<file path="config.mk">
export PLATFORM = sky130hd
export DESIGN_NAME = rvCore
export DESIGN_NICKNAME = d
export VERILOG_FILES = /design/src/source/rvPkg.sv /design/src/source/rvDecoder.sv /design/src/source/rvRegFile.sv /design/src/source/rvAlu.sv /design/src/source/rvLoadStore.sv /design/src/source/rvControl.sv /design/src/source/rvCore.sv
export SDC_FILE = /design/constraint.sdc
export NUM_CORES = 2
export LEC_CHECK = 0
export BUFFER_PORTS_ARGS = -buffer_cell sky130_fd_sc_hd__buf_2
export CAP_MARGIN = 20
export CORE_AREA = 4 4 348 350
export CTS_CLUSTER_SIZE = 8
export DETAILED_ROUTE_END_ITERATION = 8
export DIE_AREA = 0 0 352 354
export PLACE_DENSITY = 0.77
export REMOVE_ABC_BUFFERS = 1
export SLEW_MARGIN = 0
export SYNTH_ARGS = -nofsm -noshare
export SYNTH_HDL_FRONTEND = slang
export SYNTH_SLANG_ARGS = --single-unit
</file>
<file path="constraint.sdc">
create_clock -name clk -period 21.1 [get_ports clk]
set_input_delay 3.165 -clock clk [delete_from_list [all_inputs] [get_ports clk]]
set_output_delay 3.165 -clock clk [all_outputs]
set_load 0.01 [all_outputs]
</file>
<file path="src/source/rvPkg.sv">
// Shared definitions for the RV32I multi-cycle core
// Widths, reset address, major opcode codes and the one-hot FSM encoding
// Imported by every module of the core
package rvPkg;

   // Data path and address widths
   localparam int xlen      = 32;
   localparam int addrWidth = 24;

   // Basic payload types
   typedef logic [xlen-1:0]      wordT;
   typedef logic [addrWidth-1:0] addrT;
   typedef logic [4:0]           regIdT;

   // PC value after reset
   localparam addrT resetAddr = '0;

   // Major opcodes, instruction bits 6:2
   localparam logic [4:0] opLoad   = 5'b00000;
   localparam logic [4:0] opAluImm = 5'b00100;
   localparam logic [4:0] opAuipc  = 5'b00101;
   localparam logic [4:0] opStore  = 5'b01000;
   localparam logic [4:0] opAluReg = 5'b01100;
   localparam logic [4:0] opLui    = 5'b01101;
   localparam logic [4:0] opBranch = 5'b11000;
   localparam logic [4:0] opJalr   = 5'b11001;
   localparam logic [4:0] opJal    = 5'b11011;

   // One-hot FSM states
   // waitMem also serves as the idle state after reset
   typedef enum logic [3:0] {
      fetchInstr = 4'b0001,
      waitInstr  = 4'b0010,
      execute    = 4'b0100,
      waitMem    = 4'b1000
   } stateT;

endpackage

</file>
<file path="src/source/rvDecoder.sv">
// Instruction register and decoder of the RV32I core
// Latches the fetched word on instrLoad, then decodes it combinationally
// into class flags, funct3 and the five immediate formats
`timescale 1ns/10ps

module rvDecoder (
   input  logic         clk,
   input  logic         instrLoad,
   input  rvPkg::wordT  memRdata,
   output logic         isLoad,
   output logic         isAluImm,
   output logic         isAluReg,
   output logic         isAuipc,
   output logic         isStore,
   output logic         isLui,
   output logic         isBranch,
   output logic         isJalr,
   output logic         isJal,
   output rvPkg::regIdT rdId,
   output logic [2:0]   funct3,
   output logic         instrBit30,
   output logic         instrBit5,
   output rvPkg::wordT  iImm,
   output rvPkg::wordT  sImm,
   output rvPkg::wordT  bImm,
   output rvPkg::wordT  jImm,
   output rvPkg::wordT  uImm
);
   import rvPkg::*;

   // Bits 1:0 are always 11 in RV32I, so they are not kept
   logic [31:2] instr;
   logic [4:0]  opcode;

   always_ff @(posedge clk) begin
      if (instrLoad) begin
         instr <= memRdata[31:2];
      end
   end

   assign opcode = instr[6:2];

   // One flag per instruction class
   // SYSTEM and unknown opcodes raise none of them
   assign isLoad   = (opcode == opLoad);
   assign isAluImm = (opcode == opAluImm);
   assign isAuipc  = (opcode == opAuipc);
   assign isStore  = (opcode == opStore);
   assign isAluReg = (opcode == opAluReg);
   assign isLui    = (opcode == opLui);
   assign isBranch = (opcode == opBranch);
   assign isJalr   = (opcode == opJalr);
   assign isJal    = (opcode == opJal);

   // Fixed fields
   assign rdId       = instr[11:7];
   assign funct3     = instr[14:12];
   // Bit 30 picks SUB and SRA, bit 5 tells register ops from immediate ops
   assign instrBit30 = instr[30];
   assign instrBit5  = instr[5];

   // Immediates, all sign-extended from bit 31
   assign uImm = {instr[31:12], 12'b0};
   assign iImm = {{21{instr[31]}}, instr[30:20]};
   assign sImm = {{21{instr[31]}}, instr[30:25], instr[11:7]};
   assign bImm = {{20{instr[31]}}, instr[7], instr[30:25], instr[11:8], 1'b0};
   assign jImm = {{12{instr[31]}}, instr[19:12], instr[20], instr[30:21], 1'b0};

endmodule

</file>
<file path="src/source/rvRegFile.sv">
// 32 x 32-bit register file with registered reads
// Both sources are captured when the instruction word arrives
// Register zero always reads as zero
`timescale 1ns/10ps

module rvRegFile (
   input  logic         clk,
   input  logic         readEnable,
   input  rvPkg::regIdT rs1Id,
   input  rvPkg::regIdT rs2Id,
   input  logic         writeEnable,
   input  rvPkg::regIdT rdId,
   input  rvPkg::wordT  writeData,
   output rvPkg::wordT  rs1,
   output rvPkg::wordT  rs2
);
   import rvPkg::*;

   wordT regs [32];

   // Write port, index zero is never written
   always_ff @(posedge clk) begin
      if (writeEnable && (rdId != 5'd0)) begin
         regs[rdId] <= writeData;
      end
   end

   // Read ports
   // Index zero is forced to zero, so x0 needs no initial value
   always_ff @(posedge clk) begin
      if (readEnable) begin
         rs1 <= (rs1Id == 5'd0) ? '0 : regs[rs1Id];
         rs2 <= (rs2Id == 5'd0) ? '0 : regs[rs2Id];
      end
   end

endmodule

</file>
<file path="src/source/rvAlu.sv">
// Combinational ALU of the RV32I core
// Adder, one 33-bit subtractor for all compares, a single right shifter
// shared with left shifts by bit reversal, logic ops and branch predicate
`timescale 1ns/10ps

module rvAlu (
   input  rvPkg::wordT rs1,
   input  rvPkg::wordT rs2,
   input  rvPkg::wordT iImm,
   input  logic        useRs2,
   input  logic [2:0]  funct3,
   input  logic        instrBit30,
   input  logic        instrBit5,
   input  logic        isBranch,
   output rvPkg::wordT aluOut,
   output rvPkg::wordT aluPlus,
   output logic        predicate
);
   import rvPkg::*;

   wordT               op2;
   logic [7:0]         funct3Is;
   logic [32:0]        aluMinus;
   logic               lt;
   logic               ltu;
   logic               eq;
   wordT               shiftIn;
   logic signed [32:0] shiftExt;
   logic signed [32:0] shiftRes;
   wordT               shiftRight;
   wordT               shiftLeft;

   function automatic wordT reverseBits(input wordT value);
      wordT result;
      for (int i = 0; i < xlen; i++) begin
         result[i] = value[xlen-1-i];
      end
      return result;
   endfunction

   // Second operand: rs2 for register ops and branches, else I-immediate
   assign op2      = useRs2 ? rs2 : iImm;
   // funct3 in one-hot form
   assign funct3Is = 8'b0000_0001 << funct3;

   // Also feeds JALR target and nothing else needs a second adder
   assign aluPlus = rs1 + op2;

   // rs1 - op2 with the borrow in bit 32
   assign aluMinus = {1'b1, ~op2} + {1'b0, rs1} + 33'd1;
   // Signed compare falls back to the borrow when signs agree
   assign lt  = (rs1[31] ^ op2[31]) ? rs1[31] : aluMinus[32];
   assign ltu = aluMinus[32];
   assign eq  = (aluMinus[31:0] == '0);

   // Left shifts run through the right shifter on reversed data
   assign shiftIn    = funct3Is[1] ? reverseBits(rs1) : rs1;
   // Extra top bit carries the sign for SRA only
   assign shiftExt   = {instrBit30 & rs1[31], shiftIn};
   assign shiftRes   = shiftExt >>> op2[4:0];
   assign shiftRight = shiftRes[31:0];
   assign shiftLeft  = reverseBits(shiftRight);

   always_comb begin
      case (funct3)
         // SUB only for register ops, ADDI reuses bit 30 as immediate
         3'd0: aluOut = (instrBit30 & instrBit5) ? aluMinus[31:0] : aluPlus;
         3'd1: aluOut = shiftLeft;
         3'd2: aluOut = {31'b0, lt};
         3'd3: aluOut = {31'b0, ltu};
         3'd4: aluOut = rs1 ^ op2;
         3'd5: aluOut = shiftRight;
         3'd6: aluOut = rs1 | op2;
         default: aluOut = rs1 & op2;
      endcase
   end

   // Branch condition, codes 2 and 3 are unused
   assign predicate = isBranch & (
      (funct3Is[0] &  eq)  |
      (funct3Is[1] & ~eq)  |
      (funct3Is[4] &  lt)  |
      (funct3Is[5] & ~lt)  |
      (funct3Is[6] &  ltu) |
      (funct3Is[7] & ~ltu));

endmodule

</file>
<file path="src/source/rvLoadStore.sv">
// Load/store data path of the RV32I core
// Forms the access address, steers store bytes onto their lanes with a
// matching write mask, and extracts and extends load data
`timescale 1ns/10ps

module rvLoadStore (
   input  rvPkg::wordT rs1,
   input  rvPkg::wordT rs2,
   input  rvPkg::wordT iImm,
   input  rvPkg::wordT sImm,
   input  logic        isStore,
   input  logic [2:0]  funct3,
   input  rvPkg::wordT memRdata,
   output rvPkg::addrT lsAddr,
   output rvPkg::wordT memWdata,
   output logic [3:0]  storeMask,
   output rvPkg::wordT loadData
);
   import rvPkg::*;

   wordT        offset;
   logic        byteAccess;
   logic        halfAccess;
   logic [15:0] loadHalf;
   logic [7:0]  loadByte;
   logic        loadSign;

   // Address adder, only addrWidth bits are kept
   assign offset = isStore ? sImm : iImm;
   assign lsAddr = rs1[addrWidth-1:0] + offset[addrWidth-1:0];

   // funct3[1:0]: 00 byte, 01 halfword, 10 word
   assign byteAccess = (funct3[1:0] == 2'b00);
   assign halfAccess = (funct3[1:0] == 2'b01);

   // Store data replicated so the addressed lanes carry the right bytes
   assign memWdata[7:0]   = rs2[7:0];
   assign memWdata[15:8]  = lsAddr[0] ? rs2[7:0] : rs2[15:8];
   assign memWdata[23:16] = lsAddr[1] ? rs2[7:0] : rs2[23:16];
   assign memWdata[31:24] = lsAddr[0] ? rs2[7:0] :
                            lsAddr[1] ? rs2[15:8] : rs2[31:24];

   // Byte enables from size and low address bits
   always_comb begin
      if (byteAccess) begin
         storeMask = 4'b0001 << lsAddr[1:0];
      end else if (halfAccess) begin
         storeMask = lsAddr[1] ? 4'b1100 : 4'b0011;
      end else begin
         storeMask = 4'b1111;
      end
   end

   // Select halfword, then byte within it
   assign loadHalf = lsAddr[1] ? memRdata[31:16] : memRdata[15:0];
   assign loadByte = lsAddr[0] ? loadHalf[15:8] : loadHalf[7:0];

   // funct3[2] set means LBU or LHU
   assign loadSign = ~funct3[2] & (byteAccess ? loadByte[7] : loadHalf[15]);

   assign loadData = byteAccess ? {{24{loadSign}}, loadByte} :
                     halfAccess ? {{16{loadSign}}, loadHalf} :
                                  memRdata;

endmodule

</file>
<file path="src/source/rvControl.sv">
// Control unit of the RV32I core
// One-hot fetch/execute/wait FSM, program counter and next-PC logic,
// register write-back selection and the memory bus strobes
`timescale 1ns/10ps

module rvControl (
   input  logic        clk,
   input  logic        reset,
   input  logic        memRbusy,
   input  logic        memWbusy,
   input  logic        isLoad,
   input  logic        isAluImm,
   input  logic        isAluReg,
   input  logic        isAuipc,
   input  logic        isStore,
   input  logic        isLui,
   input  logic        isBranch,
   input  logic        isJalr,
   input  logic        isJal,
   input  rvPkg::wordT uImm,
   input  rvPkg::wordT bImm,
   input  rvPkg::wordT jImm,
   input  rvPkg::wordT aluOut,
   input  rvPkg::wordT aluPlus,
   input  rvPkg::wordT loadData,
   input  logic        predicate,
   input  rvPkg::addrT lsAddr,
   input  logic [3:0]  storeMask,
   output logic        instrLoad,
   output logic        regWrite,
   output rvPkg::wordT writeBackData,
   output rvPkg::wordT memAddr,
   output logic        memRstrb,
   output logic [3:0]  memWmask
);
   import rvPkg::*;

   stateT state;
   addrT  pc;
   addrT  pcPlus4;
   wordT  pcWide;
   wordT  pcImm;
   wordT  pcPlusImm;
   addrT  pcNext;
   logic  isAlu;
   logic  needWait;

   assign isAlu    = isAluImm | isAluReg;
   assign needWait = isLoad | isStore;

   // PC arithmetic; PC+imm is kept at 32 bits for AUIPC
   assign pcPlus4   = pc + addrT'(4);
   assign pcWide    = {{(xlen-addrWidth){1'b0}}, pc};
   assign pcImm     = isJal ? jImm : isAuipc ? uImm : bImm;
   assign pcPlusImm = pcWide + pcImm;

   // JALR target has bit 0 cleared
   always_comb begin
      if (isJalr) begin
         pcNext = {aluPlus[addrWidth-1:1], 1'b0};
      end else if (isJal || (isBranch && predicate)) begin
         pcNext = pcPlusImm[addrWidth-1:0];
      end else begin
         pcNext = pcPlus4;
      end
   end

   always_ff @(posedge clk) begin
      if (!reset) begin
         // Wait for the bus to go idle before the first fetch
         state <= waitMem;
         pc    <= resetAddr;
      end else begin
         case (state)
            fetchInstr: state <= waitInstr;
            waitInstr: begin
               if (!memRbusy) begin
                  state <= execute;
               end
            end
            execute: begin
               pc    <= pcNext;
               state <= needWait ? waitMem : fetchInstr;
            end
            waitMem: begin
               if (!memRbusy && !memWbusy) begin
                  state <= fetchInstr;
               end
            end
            default: state <= waitMem;
         endcase
      end
   end

   // Instruction word valid on the bus
   assign instrLoad = (state == waitInstr) & ~memRbusy;

   // Loads write back from waitMem once read data is valid
   // SYSTEM falls through all classes and writes nothing
   assign regWrite =
      ((state == execute) & (isAlu | isLui | isAuipc | isJal | isJalr)) |
      ((state == waitMem) & isLoad & ~memRbusy);

   always_comb begin
      if (isLoad) begin
         writeBackData = loadData;
      end else if (isLui) begin
         writeBackData = uImm;
      end else if (isAuipc) begin
         writeBackData = pcPlusImm;
      end else if (isJal || isJalr) begin
         writeBackData = {{(xlen-addrWidth){1'b0}}, pcPlus4};
      end else begin
         writeBackData = aluOut;
      end
   end

   // PC during instruction fetch, load/store address otherwise
   assign memAddr = ((state == fetchInstr) || (state == waitInstr)) ?
                    pcWide : {{(xlen-addrWidth){1'b0}}, lsAddr};

   // One-cycle strobes, both only outside waitMem
   assign memRstrb = (state == fetchInstr) | ((state == execute) & isLoad);
   assign memWmask = {4{(state == execute) & isStore}} & storeMask;

endmodule

</file>
<file path="src/source/rvCore.sv">
// Top level of the multi-cycle RV32I core
// Connects decoder, register file, ALU, load/store path and control
// to a single shared instruction and data memory bus
`timescale 1ns/10ps

module rvCore (
   input  logic        clk,
   input  logic        reset,
   output rvPkg::wordT memAddr,
   output rvPkg::wordT memWdata,
   output logic [3:0]  memWmask,
   output logic        memRstrb,
   input  rvPkg::wordT memRdata,
   input  logic        memRbusy,
   input  logic        memWbusy
);
   import rvPkg::*;

   // Decoder outputs
   logic       isLoad;
   logic       isAluImm;
   logic       isAluReg;
   logic       isAuipc;
   logic       isStore;
   logic       isLui;
   logic       isBranch;
   logic       isJalr;
   logic       isJal;
   regIdT      rdId;
   logic [2:0] funct3;
   logic       instrBit30;
   logic       instrBit5;
   wordT       iImm;
   wordT       sImm;
   wordT       bImm;
   wordT       jImm;
   wordT       uImm;

   // Data path
   wordT       rs1;
   wordT       rs2;
   wordT       aluOut;
   wordT       aluPlus;
   logic       predicate;
   logic       useRs2;
   addrT       lsAddr;
   logic [3:0] storeMask;
   wordT       loadData;

   // Control
   logic       instrLoad;
   logic       regWrite;
   wordT       writeBackData;

   // Branches compare two registers like register ALU ops
   assign useRs2 = isAluReg | isBranch;

   rvDecoder decoder (
      .clk, .instrLoad, .memRdata,
      .isLoad, .isAluImm, .isAluReg, .isAuipc, .isStore,
      .isLui, .isBranch, .isJalr, .isJal,
      .rdId, .funct3, .instrBit30, .instrBit5,
      .iImm, .sImm, .bImm, .jImm, .uImm
   );

   // Source indexes come straight from the bus while the word is latched
   rvRegFile regFile (
      .clk,
      .readEnable (instrLoad),
      .rs1Id      (memRdata[19:15]),
      .rs2Id      (memRdata[24:20]),
      .writeEnable(regWrite),
      .rdId,
      .writeData  (writeBackData),
      .rs1, .rs2
   );

   rvAlu alu (
      .rs1, .rs2, .iImm, .useRs2, .funct3,
      .instrBit30, .instrBit5, .isBranch,
      .aluOut, .aluPlus, .predicate
   );

   rvLoadStore loadStore (
      .rs1, .rs2, .iImm, .sImm, .isStore, .funct3, .memRdata,
      .lsAddr, .memWdata, .storeMask, .loadData
   );

   rvControl control (
      .clk, .reset, .memRbusy, .memWbusy,
      .isLoad, .isAluImm, .isAluReg, .isAuipc, .isStore,
      .isLui, .isBranch, .isJalr, .isJal,
      .uImm, .bImm, .jImm, .aluOut, .aluPlus, .loadData, .predicate,
      .lsAddr, .storeMask,
      .instrLoad, .regWrite, .writeBackData,
      .memAddr, .memRstrb, .memWmask
   );

endmodule

</file>
=== Word level (Yosys, flattened, before mapping) ===
Memory sizes are Yosys's and may differ from the RTL's. A register that Yosys moved wholly into a read port is not among the register bits.
Index checks and enable logic that the tools add are counted.

* Flip-flop bits (word level): 58
* Latch bits: 0
* Bits in writable memories: 1024
* Memory bits (read-only): 0
* Bits of input ports: 36
* Output and inout bits: 69
* Word-level logic and storage cells: 124
* Memories kept: 1

{| class="wikitable"
|+ Memory list
! memory !! depth !! width !! rd ports !! clocked after memory_dff !! wr ports !! line !! text
|-
| regFile.regs || 32 || 32 || 2 || 2 || 1 || rvRegFile.sv:19 || <nowiki>wordT regs [32];</nowiki>
|}

* Add/subtract/negate cells: 6
* Multipliers: 0
* Divide/modulo/power cells: 0
* Magnitude comparators: 0
* Eq/ne operators: 21
* Shifts and indexed selects: 3
* Mux-type cells: 33
* Bitwise logic cells: 41
* Reduce and logical (&&, ||, !) cells: 16

{| class="wikitable"
|+ Operators with widths
! kind !! number
|-
| $mux 32 || 9
|-
| $pmux 32 s7 || 1
|-
| $mux 24 || 3
|-
| $mux 31 || 2
|-
| $mux 8 || 5
|-
| $add 33x1->33 const B || 1
|-
| $add 33x32->33 || 1
|-
| $sshr 33x5->32 || 1
|-
| $add 24x32->32 || 1
|-
| $add 32x32->32 || 1
|-
| $and 32x32->32 || 1
|-
| $logic_not 32->1 || 1
|-
| $not 32->32 || 1
|-
| $or 32x32->32 || 1
|-
| $xor 32x32->32 || 1
|-
| $add 24x24->24 || 1
|-
| $add 24x3->24 const B || 1
|-
| $mux 4 || 6
|-
| $and 1x1->1 || 16
|-
| $mux 16 || 1
|-
| $pmux 4 s4 || 1
|-
| $eq 5x4->1 const B || 3
|-
| $eq 5x5->1 const B || 3
|-
| $logic_not 5->1 || 3
|-
| other kinds (26) || 55
|}

=== Logic depth before layout (Yosys ltp) ===
* Word-level depth: 19
* Gate-level depth with buffers: 24

=== Cells and area by module ===
A second synthesis with hierarchy kept.

* Cells, all modules: 5223
* Area total of the unflattened synthesis: 68295.5 um^2

{| class="wikitable"
|+ By module, submodules not included
! module !! times used !! cells each !! area each (um^2)
|-
| rvRegFile || 1 || 2483 || 49020.8
|-
| rvAlu || 1 || 1295 || 8859.7
|-
| rvControl || 1 || 844 || 5510.3
|-
| rvLoadStore || 1 || 385 || 2638.8
|-
| rvDecoder || 1 || 215 || 2259.7
|-
| rvCore || 1 || 1 || 6.3
|}

=== Worst setup path before layout ===
OpenSTA, ideal clock, no wires.

* Path kind: flip-flop to output port
* Start point: register decoder.instr[3] in the netlist's numbering
* End point: output port memAddr[22]
* Data arrival time: 4.867 ns
* Data required time: 17.935 ns
* Slack: 13.068 ns
* Stages on the path, launching flop included: 22
* Buffers on the path: 1
* Cell sequence: edfxtp_1 -> clkbuf_1 -> nor4_1 -> nand2_1 -> mux2_2 -> ha_1 -> inv_1 -> fa_1 -> nor2b_1 -> o21ai_0 -> a21boi_0 -> o21ai_0 -> a21boi_0 -> o21ai_0 -> a21boi_0 -> o21ai_0 -> a2111oi_0 -> nor2_1 -> a2111oi_0 -> o31ai_1 -> xnor2_1 -> mux2_2

* Longest elaborated chain between the ends: 4

{| class="wikitable"
|+ Ends and longest elaborated chain
! what !! line !! text
|-
| from (decl) || rvDecoder.sv:32 || <nowiki>logic [31:2] instr;</nowiki>
|-
| from (signal assigned) || rvDecoder.sv:37 || <nowiki>instr <= memRdata[31:2];</nowiki>
|-
| $eq 5x4->1 || rvDecoder.sv:48 || <nowiki>assign isStore = (opcode == opStore);</nowiki>
|-
| $mux 5 || rvLoadStore.sv:29 || <nowiki>assign offset = isStore ? sImm : iImm;</nowiki>
|-
| $add 24x24->24 || rvLoadStore.sv:30 || <nowiki>assign lsAddr = rs1[addrWidth-1:0] + offset[addrWidth-1:0];</nowiki>
|-
| $mux 24 || rvControl.sv:119 || <nowiki>assign memAddr = ((state == fetchInstr) || (state == waitInstr)) ?</nowiki>
|-
| to (decl) || rvCore.sv:9 || <nowiki>output rvPkg::wordT memAddr,</nowiki>
|}

Every way passes these cells.

=== Final worst setup path ===
* Start point: register decoder.instr[4] in the netlist's numbering
* End point: output port memAddr[22]

Same word-level chain as after synthesis.

==> reports/metrics.cfg <==
[sta]
drv_slew = 0
setup_viol = 0
slew_headroom = 0.248
post-route-period-util = 0.471
clock_skew_ps = 54.4
final_hold_viol_count = 0
tightest_slew_ps = 1130
setup_tns_ps = 0
whs_ps = 541
grt_setup_unrepaired = no
fmax_mhz = 101
fin_crit_ps = 9940

[yosys]
netlist_instances = 4417
ys_async_sr_fraction = 0
synth-edff-count = 1118
avgSynthCellArea_um2 = 14.6
synth_cell_types = 82
synth-seq-cells = 1145
yosysSeqAreaShare = 0.528
synth_area_mm2 = 0.0646
synth_ff_type = edfxtp_1
ys_warn_count = 0

[route]
first_pass_iters = 6
final_antenna_net_count = 0
drc = 0
avgViaCountPerCell = 7.74
routed_wl_mm = 245
vias = 47138
routedWlPerCell_um = 40.2
drt_iter0_drc = 8256

[cts]
clk_pin_slew_ps = 60
cts_sinks = 1145
clkLatencyLatePin_ps = 810
hold_buffers = 0
post-cts-setup-buffer-count = 0
tritoncts = built
cts_buffers = 162
cts-resized-gates = 0
clock_path_buffers = 3
cts.htree.levels = 4
cts_root_buffer = clkbuf_16

[placed_design]
place.gp.congestion = 1.09
port-buffer-count = 96
hpwl_mm = 155
place_area_mm2 = 0.0673

[critical_path]
critPathLaunchType = flip-flop
crit_type = reg -> out
arrival_ps = 6780
crit_required_ps = 17940
crit_path_end_kind = output pin
reg2reg_slack_ps = 11910
path_max_fanout = 9

[power_and_ir_drop]
leakage_nw = 24.5
powerDensity_mw_per_mm2 = 78.2
peakVddDrop_v = 0.0000895
fin_total_pwr_mw = 5.63

[global_routing]
antenna_found_initial = 10
first_global_vias = 46243
grt_overflow = 0
grt_pass1_wl_mm = 342
grt_util_all_layers = 0.388
grt_max_degree = 110

[floorplan]
core_mm2 = 0.118
start_util = 0.548
die_height_um = 354
io_pins = 105
fp-row-count = 126
die_width_um = 352
dieArea_mm2 = 0.125

[cells_and_area]
syn2layout_area_growth_pct = 11.4
fin_nets = 4695
fillCellCount = 8413
drive_above_1_share = 0.259
post-route-cell-area_mm2 = 0.0719
utilization = 0.611

[hold_path]
hold_path.class = reg -> reg

[flow_run]
maxCapViolations = 0

[status]
run_status = completed

## flip-flops by register name, summed over array words and instances (netlist names)
name / count
control.pc: 23
control.state: 4
decoder.instr: 30
regFile.regs: 1024
regFile.rs1: 32
regFile.rs2: 32
## cell families after synthesis
family / after synthesis / share of synthesized area
compound gates: 873 / 0.0866
xor+xnor: 116 / 0.0159
fa+ha+maj: 139 / 0.0273
buf+inv: 476 / 0.0287
flops: 1145 / 0.528
mux: 828 / 0.254
other cells: 1 / 0.0000581
simple gates: 839 / 0.0594
## critical path, cell delays in order, from the launching register on
cell	delay [ps]
edfxtp_1	550
nor4_2	360
nand2_1	210
mux2_2	300
ha_1	160
inv_1	60
fa_2	370
nor2b_1	120
o21ai_0	120
a21boi_0	250
o21ai_0	140
a21boi_0	470
o21ai_0	180
a21boi_0	260
o21ai_0	110
buf_4	170
a2111oi_0	550
nor2_1	180
a2111oi_0	670
o31ai_1	210
xnor2_1	150
mux2_2	260
buf_2	140
## per-layer routing
| metal | wire, um | vias to the layer above | track usage |
|---|---|---|---|
| met2 | 108000 | 4618 | 0.572 |
| met3 | 36400 | 997 | 0.120 |
| li1 | - | 18018 | - |
| met4 | 18300 | 10 | 0.230 |
| met1 | 82300 | 23495 | 0.512 |
| met5 | 71 | - | 0 |
## layout by cell type (no fill, tap or decap), types with 50 or more instances in the layout
cell type  Yosys  routed
nand3_1       84      84
a21o_1        67      67
o21ai_0      198     191
nor3_1        52      50
ha_1         136     136
buf_2          5      86
buf_4         16     129
edfxtp_1    1118    1118
mux4_2       643     643
nor2_1       335     301
nand2_1      194     193
inv_1        130     130
xnor2_1       77      77
a21oi_1      250     243
mux2i_1      153     151
clkbuf_16      0     164
## cell usage after synthesis, types with 12 or more instances
cell,instances,area (um^2)
a22o_1,12,105
a31oi_1,35,219
and3_1,26,163
buf_4,16,120
mux2_2,32,360
nand3_1,84,420
clkbuf_1,229,860
o211ai_1,28,210
mux2i_1,153,1530
nand4_1,17,106
nor4_1,16,100
edfxtp_1,1118,33600
nor2b_1,24,150
nor2_1,335,1260
o31ai_1,16,120
nand2b_1,17,106
and2_1,15,93.8
o21ai_0,198,991
a21oi_1,250,1250
ha_1,136,1700
a21o_1,67,503
o221ai_1,32,280
buf_1,83,312
o22ai_1,25,156
xnor2_1,77,674
nand2_1,194,728
dfxtp_1,27,541
o21bai_1,15,113
a211o_1,14,123
xor2_1,38,333
a221o_1,13,130
mux4_2,643,14500
o21a_1,15,113
a221oi_1,15,131
a211oi_1,42,315
inv_1,130,488
nor3_1,52,260
a22oi_1,18,135
## through the flow
stage,instances,worst slack [ps]
finish,6087,11160
global placement,5881,12010
global route,6082,10770
CTS,6072,11260
detailed placement,5884,12120
floorplan,4123,11510
## path summary, 6_finish.rpt
kind,from,to,cells after the start
setup / recovery,decoder.instr[4],memAddr[22],22
hold / removal,control.pc[1],control.pc[1],2
setup reg to reg,decoder.instr[5],control.pc[8],22
hold reg to reg,control.pc[1],control.pc[1],2
## power by group
group          internal [mW]  switching [mW]  total, mW
Combinational          0.263           0.445      0.708
Clock                   1.39           0.965       2.35
Sequential              2.54          0.0248       2.57
## area by class of cell
type                            count  area (um^2)  area share
Tap cell                         1536         1920      0.0267
Inverter                          143          537     0.00747
Clock inverter                     15          279     0.00388
Multi-Input combinational cell   2835        29200       0.406
Sequential cell                  1145        34100       0.474
Antenna cell                        7         17.5    0.000244
Clock buffer                      173         4130      0.0574
Timing Repair Buffer              233         1700      0.0237
No activity file was read; power rests on OpenSTA's default activity.
